$ cat src/source/flashBootPkg.sv
package flashBootPkg;

  // image geometry
  localparam int imageWords = 16;
  localparam int imageBytes = 4 * imageWords;
  localparam int wordIndexBits = $clog2(imageWords);
  localparam int byteIndexBits = $clog2(imageBytes);

  // standard SPI NOR read, no dummy cycles
  localparam logic [7:0] readCommand = 8'h03;

  // serial frame lengths, command plus 24-bit address then data
  localparam int headerBits = 32;
  localparam int receiveBits = imageBytes * 8;
  localparam int bitCountBits = $clog2(receiveBits);

  // counter compare values
  localparam logic [bitCountBits-1:0] lastHeaderBit = bitCountBits'(headerBits - 1);
  localparam logic [bitCountBits-1:0] lastReceiveBit = bitCountBits'(receiveBits - 1);
  localparam logic [bitCountBits-1:0] lastTailCycle = bitCountBits'(1);
  localparam logic [byteIndexBits:0] fullByteCount = (byteIndexBits + 1)'(imageBytes);

  // one received byte and its position in the image
  typedef struct packed {
    logic [7:0] data;
    logic [byteIndexBits-1:0] index;
  } imageByte;

  // registered answer to a fetch strobe
  typedef struct packed {
    logic [31:0] word;
    logic valid;
    logic error;
  } fetchResult;

endpackage

$ cat src/source/spiFlashReader.sv
module spiFlashReader (
  input  logic clock,
  input  logic rstN,
  input  logic bootStart,
  input  logic [23:0] bootAddress,
  input  logic flashMiso,
  output logic flashClk,
  output logic flashMosi,
  output logic flashCs,
  output logic loadStart,
  output logic byteWrite,
  output flashBootPkg::imageByte byteOut,
  output logic bootBusy,
  output logic bootDone
);

  typedef enum logic [1:0] {
    stateIdle,
    stateSend,
    stateReceive,
    stateDone
  } readerState;

  readerState state;
  logic phase;
  logic [flashBootPkg::bitCountBits-1:0] bitCount;
  logic [31:0] shiftReg;
  logic [6:0] rxShift;
  logic startAccepted;
  logic sampleEdge;

  // starts are dropped unless the reader is idle
  assign startAccepted = (state == stateIdle) && bootStart;

  // phase high means flashClk is high in this cycle
  assign sampleEdge = (state == stateReceive) && phase;

  assign flashClk = phase;
  // MSB first, only while the header is going out
  assign flashMosi = (state == stateSend) && shiftReg[31];
  assign bootBusy = (state != stateIdle);

  always_ff @(posedge clock or negedge rstN) begin
    if (!rstN) begin
      state <= stateIdle;
      phase <= 1'b0;
      bitCount <= '0;
      flashCs <= 1'b1;
      loadStart <= 1'b0;
      byteWrite <= 1'b0;
      bootDone <= 1'b0;
    end else begin
      loadStart <= 1'b0;
      byteWrite <= 1'b0;
      case (state)
        stateIdle: begin
          if (bootStart) begin
            state <= stateSend;
            phase <= 1'b0;
            bitCount <= '0;
            flashCs <= 1'b0;
            loadStart <= 1'b1;
            bootDone <= 1'b0;
          end
        end

        stateSend: begin
          phase <= ~phase;
          // a bit is finished at the end of its high phase
          if (phase) begin
            if (bitCount == flashBootPkg::lastHeaderBit) begin
              state <= stateReceive;
              bitCount <= '0;
            end else begin
              bitCount <= bitCount + 1'b1;
            end
          end
        end

        stateReceive: begin
          phase <= ~phase;
          if (phase) begin
            // every eighth sample completes a byte
            if (bitCount[2:0] == 3'd7) begin
              byteWrite <= 1'b1;
            end
            if (bitCount == flashBootPkg::lastReceiveBit) begin
              state <= stateDone;
              bitCount <= '0;
              flashCs <= 1'b1;
            end else begin
              bitCount <= bitCount + 1'b1;
            end
          end
        end

        stateDone: begin
          // short tail so the last byte lands before bootDone
          if (bitCount == flashBootPkg::lastTailCycle) begin
            state <= stateIdle;
            bitCount <= '0;
            bootDone <= 1'b1;
          end else begin
            bitCount <= bitCount + 1'b1;
          end
        end

        default: begin
          state <= stateIdle;
        end
      endcase
    end
  end

  // data path, command and address out, bytes in
  always_ff @(posedge clock) begin
    if (startAccepted) begin
      shiftReg <= {flashBootPkg::readCommand, bootAddress};
    end else if ((state == stateSend) && phase) begin
      shiftReg <= {shiftReg[30:0], 1'b0};
    end

    if (sampleEdge) begin
      rxShift <= {rxShift[5:0], flashMiso};
      if (bitCount[2:0] == 3'd7) begin
        byteOut <= '{
          data: {rxShift, flashMiso},
          index: bitCount[flashBootPkg::bitCountBits-1:3]
        };
      end
    end
  end

endmodule

$ cat src/source/bootImageBuffer.sv
module bootImageBuffer (
  input  logic clock,
  input  logic rstN,
  input  logic loadStart,
  input  logic byteWrite,
  input  flashBootPkg::imageByte byteIn,
  input  logic [flashBootPkg::wordIndexBits-1:0] readIndex,
  output logic [31:0] readWord,
  output logic imageLoaded
);

  logic [31:0] words [flashBootPkg::imageWords];
  logic [flashBootPkg::byteIndexBits:0] byteCount;
  logic [flashBootPkg::wordIndexBits-1:0] writeWord;
  logic [1:0] writeLane;
  logic [4:0] laneBase;

  assign writeWord = byteIn.index[flashBootPkg::byteIndexBits-1:2];
  assign writeLane = byteIn.index[1:0];

  // big endian, lane 0 lands in bits 31:24
  assign laneBase = {~writeLane, 3'b000};

  always_ff @(posedge clock) begin
    if (byteWrite) begin
      words[writeWord][laneBase +: 8] <= byteIn.data;
    end
  end

  // combinational read for the fetch port
  assign readWord = words[readIndex];

  // received bytes since the last load started
  always_ff @(posedge clock or negedge rstN) begin
    if (!rstN) begin
      byteCount <= '0;
    end else if (loadStart) begin
      byteCount <= '0;
    end else if (byteWrite && !imageLoaded) begin
      byteCount <= byteCount + 1'b1;
    end
  end

  assign imageLoaded = (byteCount == flashBootPkg::fullByteCount);

endmodule

$ cat src/source/instructionFetch.sv
module instructionFetch (
  input  logic clock,
  input  logic rstN,
  input  logic fetch,
  input  logic [31:0] pc,
  input  logic imageLoaded,
  input  logic [31:0] readWord,
  output logic [flashBootPkg::wordIndexBits-1:0] readIndex,
  output flashBootPkg::fetchResult fetchOut
);

  logic inRange;
  logic fetchOk;
  logic validQ;
  logic errorQ;
  logic [31:0] wordQ;

  // byte address to word index, low two bits dropped
  assign readIndex = pc[flashBootPkg::wordIndexBits+1:2];

  // anything above the index means past the end of the image
  assign inRange = ~|pc[31:flashBootPkg::wordIndexBits+2];
  assign fetchOk = fetch && imageLoaded && inRange;

  always_ff @(posedge clock or negedge rstN) begin
    if (!rstN) begin
      validQ <= 1'b0;
      errorQ <= 1'b0;
    end else begin
      validQ <= fetchOk;
      errorQ <= fetch && !fetchOk;
    end
  end

  // zero word on error or when idle
  always_ff @(posedge clock) begin
    wordQ <= fetchOk ? readWord : '0;
  end

  assign fetchOut = '{word: wordQ, valid: validQ, error: errorQ};

endmodule

$ cat src/source/flashBootTop.sv
module flashBootTop (
  input  logic clock,
  input  logic rstN,
  input  logic bootStart,
  input  logic [23:0] bootAddress,
  input  logic fetch,
  input  logic [31:0] pc,
  input  logic flashMiso,
  output logic flashClk,
  output logic flashMosi,
  output logic flashCs,
  output logic bootBusy,
  output logic bootDone,
  output flashBootPkg::fetchResult fetchOut
);

  logic loadStart;
  logic byteWrite;
  flashBootPkg::imageByte imageData;
  logic imageLoaded;
  logic [flashBootPkg::wordIndexBits-1:0] readIndex;
  logic [31:0] readWord;

  spiFlashReader u_reader (
    .clock      (clock),
    .rstN       (rstN),
    .bootStart  (bootStart),
    .bootAddress(bootAddress),
    .flashMiso  (flashMiso),
    .flashClk   (flashClk),
    .flashMosi  (flashMosi),
    .flashCs    (flashCs),
    .loadStart  (loadStart),
    .byteWrite  (byteWrite),
    .byteOut    (imageData),
    .bootBusy   (bootBusy),
    .bootDone   (bootDone)
  );

  bootImageBuffer u_buffer (
    .clock      (clock),
    .rstN       (rstN),
    .loadStart  (loadStart),
    .byteWrite  (byteWrite),
    .byteIn     (imageData),
    .readIndex  (readIndex),
    .readWord   (readWord),
    .imageLoaded(imageLoaded)
  );

  instructionFetch u_fetch (
    .clock      (clock),
    .rstN       (rstN),
    .fetch      (fetch),
    .pc         (pc),
    .imageLoaded(imageLoaded),
    .readWord   (readWord),
    .readIndex  (readIndex),
    .fetchOut   (fetchOut)
  );

endmodule

$ cat config.mk
export PLATFORM = sky130hd
export DESIGN_NAME = flashBootTop
export DESIGN_NICKNAME = d
export VERILOG_FILES = /design/src/source/flashBootPkg.sv /design/src/source/spiFlashReader.sv /design/src/source/bootImageBuffer.sv /design/src/source/instructionFetch.sv /design/src/source/flashBootTop.sv
export SDC_FILE = /design/constraint.sdc
export NUM_CORES = 1
export LEC_CHECK = 0
export CAP_MARGIN = 5
export CORE_MARGIN = 5
export CORE_UTILIZATION = 49
export CTS_BUF_LIST = sky130_fd_sc_hd__clkbuf_4
export DETAILED_ROUTE_END_ITERATION = 16
export DONT_BUFFER_PORTS = 1
export PLACE_DENSITY = 0.66
export SYNTH_ARGS = -nofsm -noshare
export SYNTH_HDL_FRONTEND = slang
export SYNTH_SLANG_ARGS = --single-unit
$ cat constraint.sdc
create_clock -name clock -period 2.5 [get_ports clock]
set_input_delay 0.125 -clock clock [delete_from_list [all_inputs] [get_ports clock]]
set_output_delay 0.125 -clock clock [all_outputs]
set_load 0.03 [all_outputs]
==> results of run 1 <==
==> flip-flops by register name, summed over array words and instances, names as in the netlist <==
| signal | count |
|---|---|
| u_reader.byteWrite | 1 |
| u_buffer.byteCount | 7 |
| u_reader.flashCs | 1 |
| u_fetch.wordQ | 32 |
| u_fetch.validQ | 1 |
| u_reader.loadStart | 1 |
| u_reader.flashClk | 1 |
| u_reader.shiftReg | 32 |
| u_reader.state | 2 |
| u_reader.bootDone | 1 |
| u_reader.bitCount | 9 |
| u_buffer.words | 512 |
| u_reader.byteOut | 14 |
| u_fetch.errorQ | 1 |
| u_reader.rxShift | 7 |
==> kinds of logic (layout without fill, tap and decap cells) <==
logic type      Yosys count  in the layout  share of synthesized area, %
compound gates          100            100                         2.939
mux                     162            162                         13.33
xor+xnor                  4              4                        0.1447
flops                   622            622                         74.94
other cells               0              3                             0
simple gates            320            320                         6.327
fa+ha+maj                15             15                        0.7748
buf+inv                  77            531                         1.544
==> worst min-delay path by stage <==
stage	endpoint	slack, ns	cells past startpoint
final	u_fetch.wordQ[23]	0.12	6
after global routing	u_fetch.wordQ[23]	0.03	6
after CTS	u_fetch.wordQ[8]	0.03	4
after detailed placement	u_reader.bootDone	-0.17	0
after global placement	u_reader.flashClk	-0.17	0
after floorplan	u_buffer.byteCount[0]	-0.17	0
==> power by group through the flow <==
| stage | logic [uW] | clock network (uW) | registers (uW) |
|---|---|---|---|
| 2_1_floorplan | 324 | 0 | 11400 |
| 3_5_place_dp | 202 | 0 | 11400 |
| 6_report | 491 | 8610 | 11200 |
| 3_3_place_gp | 202 | 0 | 11400 |
| 5_1_grt | 526 | 9500 | 11100 |
| 4_1_cts | 490 | 8880 | 11200 |
==> cell usage after synthesis (4+ instances only) <==
cell type	number	area share, %
a211oi_1	64	2.0
a21oi_1	14	0.29
and2_1	36	0.93
and3_1	5	0.13
buf_1	5	0.077
buf_2	17	0.35
buf_4	7	0.22
buf_6	5	0.23
clkbuf_1	31	0.48
dfrtp_1	24	2.5
dfxtp_1	40	3.3
edfxtp_1	557	69
ha_1	15	0.77
inv_1	12	0.19
mux2i_1	33	1.4
mux4_2	128	12
nand2_1	115	1.8
nand3_1	18	0.37
nand4_1	5	0.13
nor2_1	78	1.2
nor2b_1	37	0.96
nor3_1	4	0.083
nor4_1	6	0.15
o21ai_0	7	0.14
==> layout make-up <==
type | count | area, um2
fillers | 3630 | 19820
flip-flops and latches | 622 | 18150
multi-input cells | 601 | 5736
repair buffers | 236 | 2305
clock buffers | 231 | 1734
well taps | 664 | 830.8
clock inverters | 52 | 320.3
inverters | 12 | 45.04
diodes | 3 | 7.507
==> per-layer routing <==
layer	global-route usage, %	part of all wire (%)	up-vias	wire length, um
met5	0	0	-	0
met1	26.81	41	6749	21610
met3	5.613	6.9	65	3696
li1	-	-	5919	-
met2	33.18	51	472	27040
met4	7.219	1.8	0	941
==> critical path: cells and delay by family <==
family | cells | cell delay [ns]
AO/OA/AOI/OAI | 2 | 0.30
buffers and inverters | 4 | 2.26
multiplexers | 1 | 0.41
==> metrics by stage <==
step	TNS, ns	util (%)	area [um2]
2_1_floorplan	0	-	24220
3_3_place_gp	0	51.96	25440
3_5_place_dp	0	51.96	25440
4_1_cts	0	59.33	29040
5_1_grt	-0.009414	59.51	29130
6_report	0	59.51	29130
==> what timing repair did <==
item / CTS / global route
resized for setup: 0 / 10
hold buffers: 146 / 3
endpoints found under the setup margin: 0 / 28
hold endpoints to repair: 132 / 2
setup buffers: 0 / 1
==> out/metrics.csv, run 1 <==
metric,value,unit
final net count,1703,
Psw,4159,uW
pwr/cell area,695.4,mW/mm2
worst reg2reg path startpoint,u_buffer.words[8][1],
setup violators final,0,
Power Internal,16100,uW
outcome,completed,
maximum buffer depth of the clock tree,3,
CP Launch Type,input pin,
sequential share of power,55.1,%
max-cap violations,0,
Remaining DRCs,0,
pin count of the biggest net entering global routing,107,
"Critical Path, Cell by Cell","dlygate4sd3_1, buf_16, mux4_2, dlygate4sd3_1, a211oi_1, dlygate4sd3_1, a211oi_1",
htree depth,4,
"most common cell after layout, fill and taps aside",edfxtp_1,
Hold Startpoint,pc[24],
Comb pwr share,2.4,%
Post-synth ARST share,4.019,%
hpwl dp,27.96,mm
Tcrit/Tclk final,97.23,%
post-route setup slack,0.06914,ns
CP dominant cell by count,dlygate4sd3_1,
synthesized area per cell,18.63,um2
IO Count,100,
"EDFF count, synth",557,
Worst-path clk slew,0.06,ns
gr ovfl total,0,
Slew headroom,55.92,%
crit path max-delay cell type,dlygate4sd3_1,
Clk network pwr share,42.5,%
via count,13205,
die footprint,0.05398,mm2
core area,0.04895,mm2
non-filler instance count after layout,2421,
Die Wd,232.3,um
first-pass GRT wire length,80.91,mm
share of layout cells above drive strength 1,27.94,%
Clock Skew,0.05249,ns
count of cell types in the netlist,51,
CTS buffer count,154,
vias in the first global route,13875,
register-to-register setup slack,0.07,ns
WS Path Type,in2reg,
Num Clock Sinks,622,
crit-path max FO,106,
synthesized instance count,1300,
Avg Vias per Cell,5.454,
row cnt,81,
Starting Density,49.48,%
crit path to,u_fetch.wordQ[1],
max-slew violations,0,
reg2reg end,u_fetch.wordQ[1],
die height,232.3,um
Max Freq,411.4,MHz
IO buf count,0,
placed cell count,1985,
sequential fraction of the synthesis area,74.94,%
antenna violations before repair,3,
worst skew pair latency,0.93,ns
Critical Path AT,3.20,ns
peak supply drop,383.0,uV
Critical Path End Type,register,
Setup crit start,pc[3],
TritonCTS clock tree,built,
Fin. Hold Viols,0,
Pre-antenna DRT Iters,5,
Post-Route WL,53.28,mm
pre-CTS WS,0.2133,ns
Synth warnings,0,
GRT Util Overall,20.40,%
total power,20260,uW
"commonest cells after routing, fill and taps aside","edfxtp_1, clkbuf_4, dlygate4sd3_1",
post-synthesis register bit count,622,
worst hold slack,0.1200,ns
CP peak stage delay,0.64,ns
Main synth FF type,edfxtp_1,
area grow syn2layout,20.26,%
Post-Synthesis Cell Area,0.02422,mm2
leakage,0.01056,uW
R2R cell count,5,
root buf cell,clkbuf_4,
Post-DRT Antenna Nets,0,
Tmin final,2.431,ns
actual slew at the worst max-slew pin,0.6612,ns
Syn Nets,1376,
Critical Path RT,3.27,ns
RePlAce Congestion,0.7892,
hold crit path type,in2reg,
initial DRC count,983,
Sw Ratio,20.53,%
Routed wire per std cell,22.01,um
Note: power is estimated with default switching activity, not from simulation.
==> run 2, diff against run 1 <==
==> constraint.sdc (replaced) <==
create_clock -name clock -period 2.5 [get_ports clock]
set_input_delay 0.375 -clock clock [delete_from_list [all_inputs] [get_ports clock]]
set_output_delay 0.375 -clock clock [all_outputs]
set_load 0.03 [all_outputs]
==> out/metrics.csv, run 2 (synthesis gave the netlist of run 1 again) <==
metric,value,unit,change
leakage,0.01040,uW,was 0.01056 uW
Critical Path End Type,register,,unchanged
crit-path max FO,1,,was 106
worst skew pair latency,0.97,ns,was 0.93 ns
WS Path Type,reg2reg,,was in2reg
hold crit path type,in2reg,,unchanged
Largest Register,u_buffer.words,,unchanged
TritonCTS clock tree,built,,unchanged
placed cell count,1983,,was 1985
Post-Route WL,53.61,mm,was 53.28 mm
FF/Latch Area,0.01815,mm2,unchanged
Layout fillers,3722,,was 3630
Routed wire per std cell,22.70,um,was 22.01 um
peak supply drop,346.1,uV,was 383.0 uV
register-to-register setup slack,0.09,ns,was 0.07 ns
share of layout cells above drive strength 1,28.90,%,was 27.94%
Worst-path clk slew,0.06,ns,about the same
vias in the first global route,13667,,was 13.88k
Starting Density,49.48,%,unchanged
IO Count,100,,unchanged
Critical Path AT,3.23,ns,was 3.20 ns
"commonest cells after routing, fill and taps aside","edfxtp_1, clkbuf_4, mux4_2",,"was edfxtp_1, clkbuf_4, dlygate4sd3_1"
Tcrit/Tclk final,96.27,%,was 97.23%
htree depth,4,,unchanged
Clock Skew,0.04572,ns,was 0.05249 ns
hpwl dp,28.05,mm,was 27.96 mm
die footprint,0.05398,mm2,unchanged
Remaining DRCs,0,,unchanged
fin area,0.02854,mm2,was 0.02913 mm2
Avg Vias per Cell,5.552,,was 5.454
Comb pwr share,2.3,%,was 2.4%
IO buf count,0,,unchanged
Die Wd,232.3,um,unchanged
hold path cells,4,,was 6
Setup Total Neg Slack,0,ns,unchanged
max-cap violations,0,,unchanged
non-filler instance count after layout,2362,,was 2421
final net count,1655,,was 1703
Multi-input gate area,0.005725,mm2,was 0.005736 mm2
max reg flops,512,,unchanged
max-slew violations,0,,unchanged
area grow syn2layout,17.83,%,was 20.26%
Pre-antenna DRT Iters,5,,unchanged
first-pass GRT wire length,80.89,mm,was 80.91 mm
Fin. Hold Viols,0,,unchanged
Clk network pwr share,41.9,%,was 42.5%
leading registers by flop count,"u_buffer.words x512, u_fetch.wordQ x32, u_reader.shiftReg x32",,unchanged
Psw,4101,uW,was 4159 uW
GRT Util Overall,20.42,%,was 20.40%
die height,232.3,um,unchanged
row cnt,81,,unchanged
pwr/cell area,700.3,mW/mm2,was 695.4 mW/mm2
CP Launch Type,register,,was input pin
root buf cell,clkbuf_4,,unchanged
sequential share of power,55.8,%,was 55.1%
actual slew at the worst max-slew pin,0.9796,ns,was 0.6612 ns
R2R cell count,5,,unchanged
Slew headroom,34.48,%,was 55.92%
gr ovfl total,0,,unchanged
Critical Path RT,3.33,ns,was 3.27 ns
Tmin final,2.407,ns,was 2.431 ns
Max Freq,415.5,MHz,was 411.4 MHz
CTS buffer count,159,,was 154
via count,13114,,was 13.21k
pin count of the biggest net entering global routing,97,,was 107
outcome,completed,,unchanged
placed cell areas,0.02545,mm2,was 0.02544 mm2
post-CTS setup buffers,0,,unchanged
RePlAce Congestion,0.7844,,was 0.7892
core area,0.04895,mm2,unchanged
Post-DRT Antenna Nets,0,,unchanged
Sw Ratio,20.52,%,was 20.53%
"most common cell after layout, fill and taps aside",edfxtp_1,,unchanged
Num Clock Sinks,622,,unchanged
initial DRC count,1067,,was 983
Power Internal,15890,uW,was 16100 uW
antenna violations before repair,1,,was 3
RSZ-0062 raised after global routing,no,,
maximum buffer depth of the clock tree,3,,unchanged
setup violators final,0,,unchanged
==> run 2: power by group through the flow <==
stage               Combinational (uW)  Clock, uW  Sequential [uW]
finish                             465       8370            11200
floorplan                          324          0            11400
CTS                                468       8620            11200
global route                       496       9200            11100
detailed placement                 204          0            11400
global placement                   202          0            11400
==> run 2: timing repair <==
action / 4_1_cts / 5_1_grt
endpoints found under the setup margin: 2 / 6
pin swaps: 1 / 0
resized for setup: 9 / 2
hold endpoints to repair: 107 / 1
hold buffers: 95 / 4
==> run 2: path summary, 6_finish.rpt <==
kind	startpoint	endpoint
setup / recovery	u_buffer.words[8][12]	u_fetch.wordQ[12]
hold reg to reg	u_reader.rxShift[5]	u_reader.rxShift[6]
max in group asynchronous	rstN	u_reader.flashCs
hold / removal	pc[3]	u_fetch.wordQ[5]
setup reg to reg	u_buffer.words[8][12]	u_fetch.wordQ[12]
min in group asynchronous	rstN	u_reader.bitCount[8]
==> run 2: routing by layer <==
layer	vias to the layer above	GRT usage (%)	wire length, um
li1	5819	-	-
met1	6723	27.44	22260
met2	499	32.65	26550
met3	73	5.258	3662
met4	0	7.589	1141
met5	-	0	0
==> run 2: critical path, cell delays in order (launching register included) <==
cell and delay [ns]:
edfxtp_1 0.37, mux4_2 0.45, dlygate4sd3_1 0.57, a211oi_1 0.25, dlygate4sd3_1 0.59, a211oi_1 0.05
==> run 2: cell type report <==
class                      instances  area share [%]
antenna                            6         0.05260
clock inverter                    33          0.5480
tap                              664           2.911
timing repair buffer             183           6.317
inverter                          12          0.1710
clock buffer                     241           6.339
sequential                       622           63.60
multi-input combinational        601           20.06
==> run 2: per-stage QoR <==
stage / util, % / hold WS (ns) / total power, uW / setup WS, ns
4_1_cts: 58.18 / 0.0007437 / 20240 / 0.03090
6_report: 58.31 / 0.08205 / 19990 / 0.09314
5_1_grt: 58.29 / 0.03378 / 20840 / 0.01273
2_1_floorplan: - / 0.07941 / 11700 / 0.1737
3_5_place_dp: 51.98 / 0.08016 / 11580 / 0.2446
3_3_place_gp: 51.98 / 0.08017 / 11580 / 0.2560
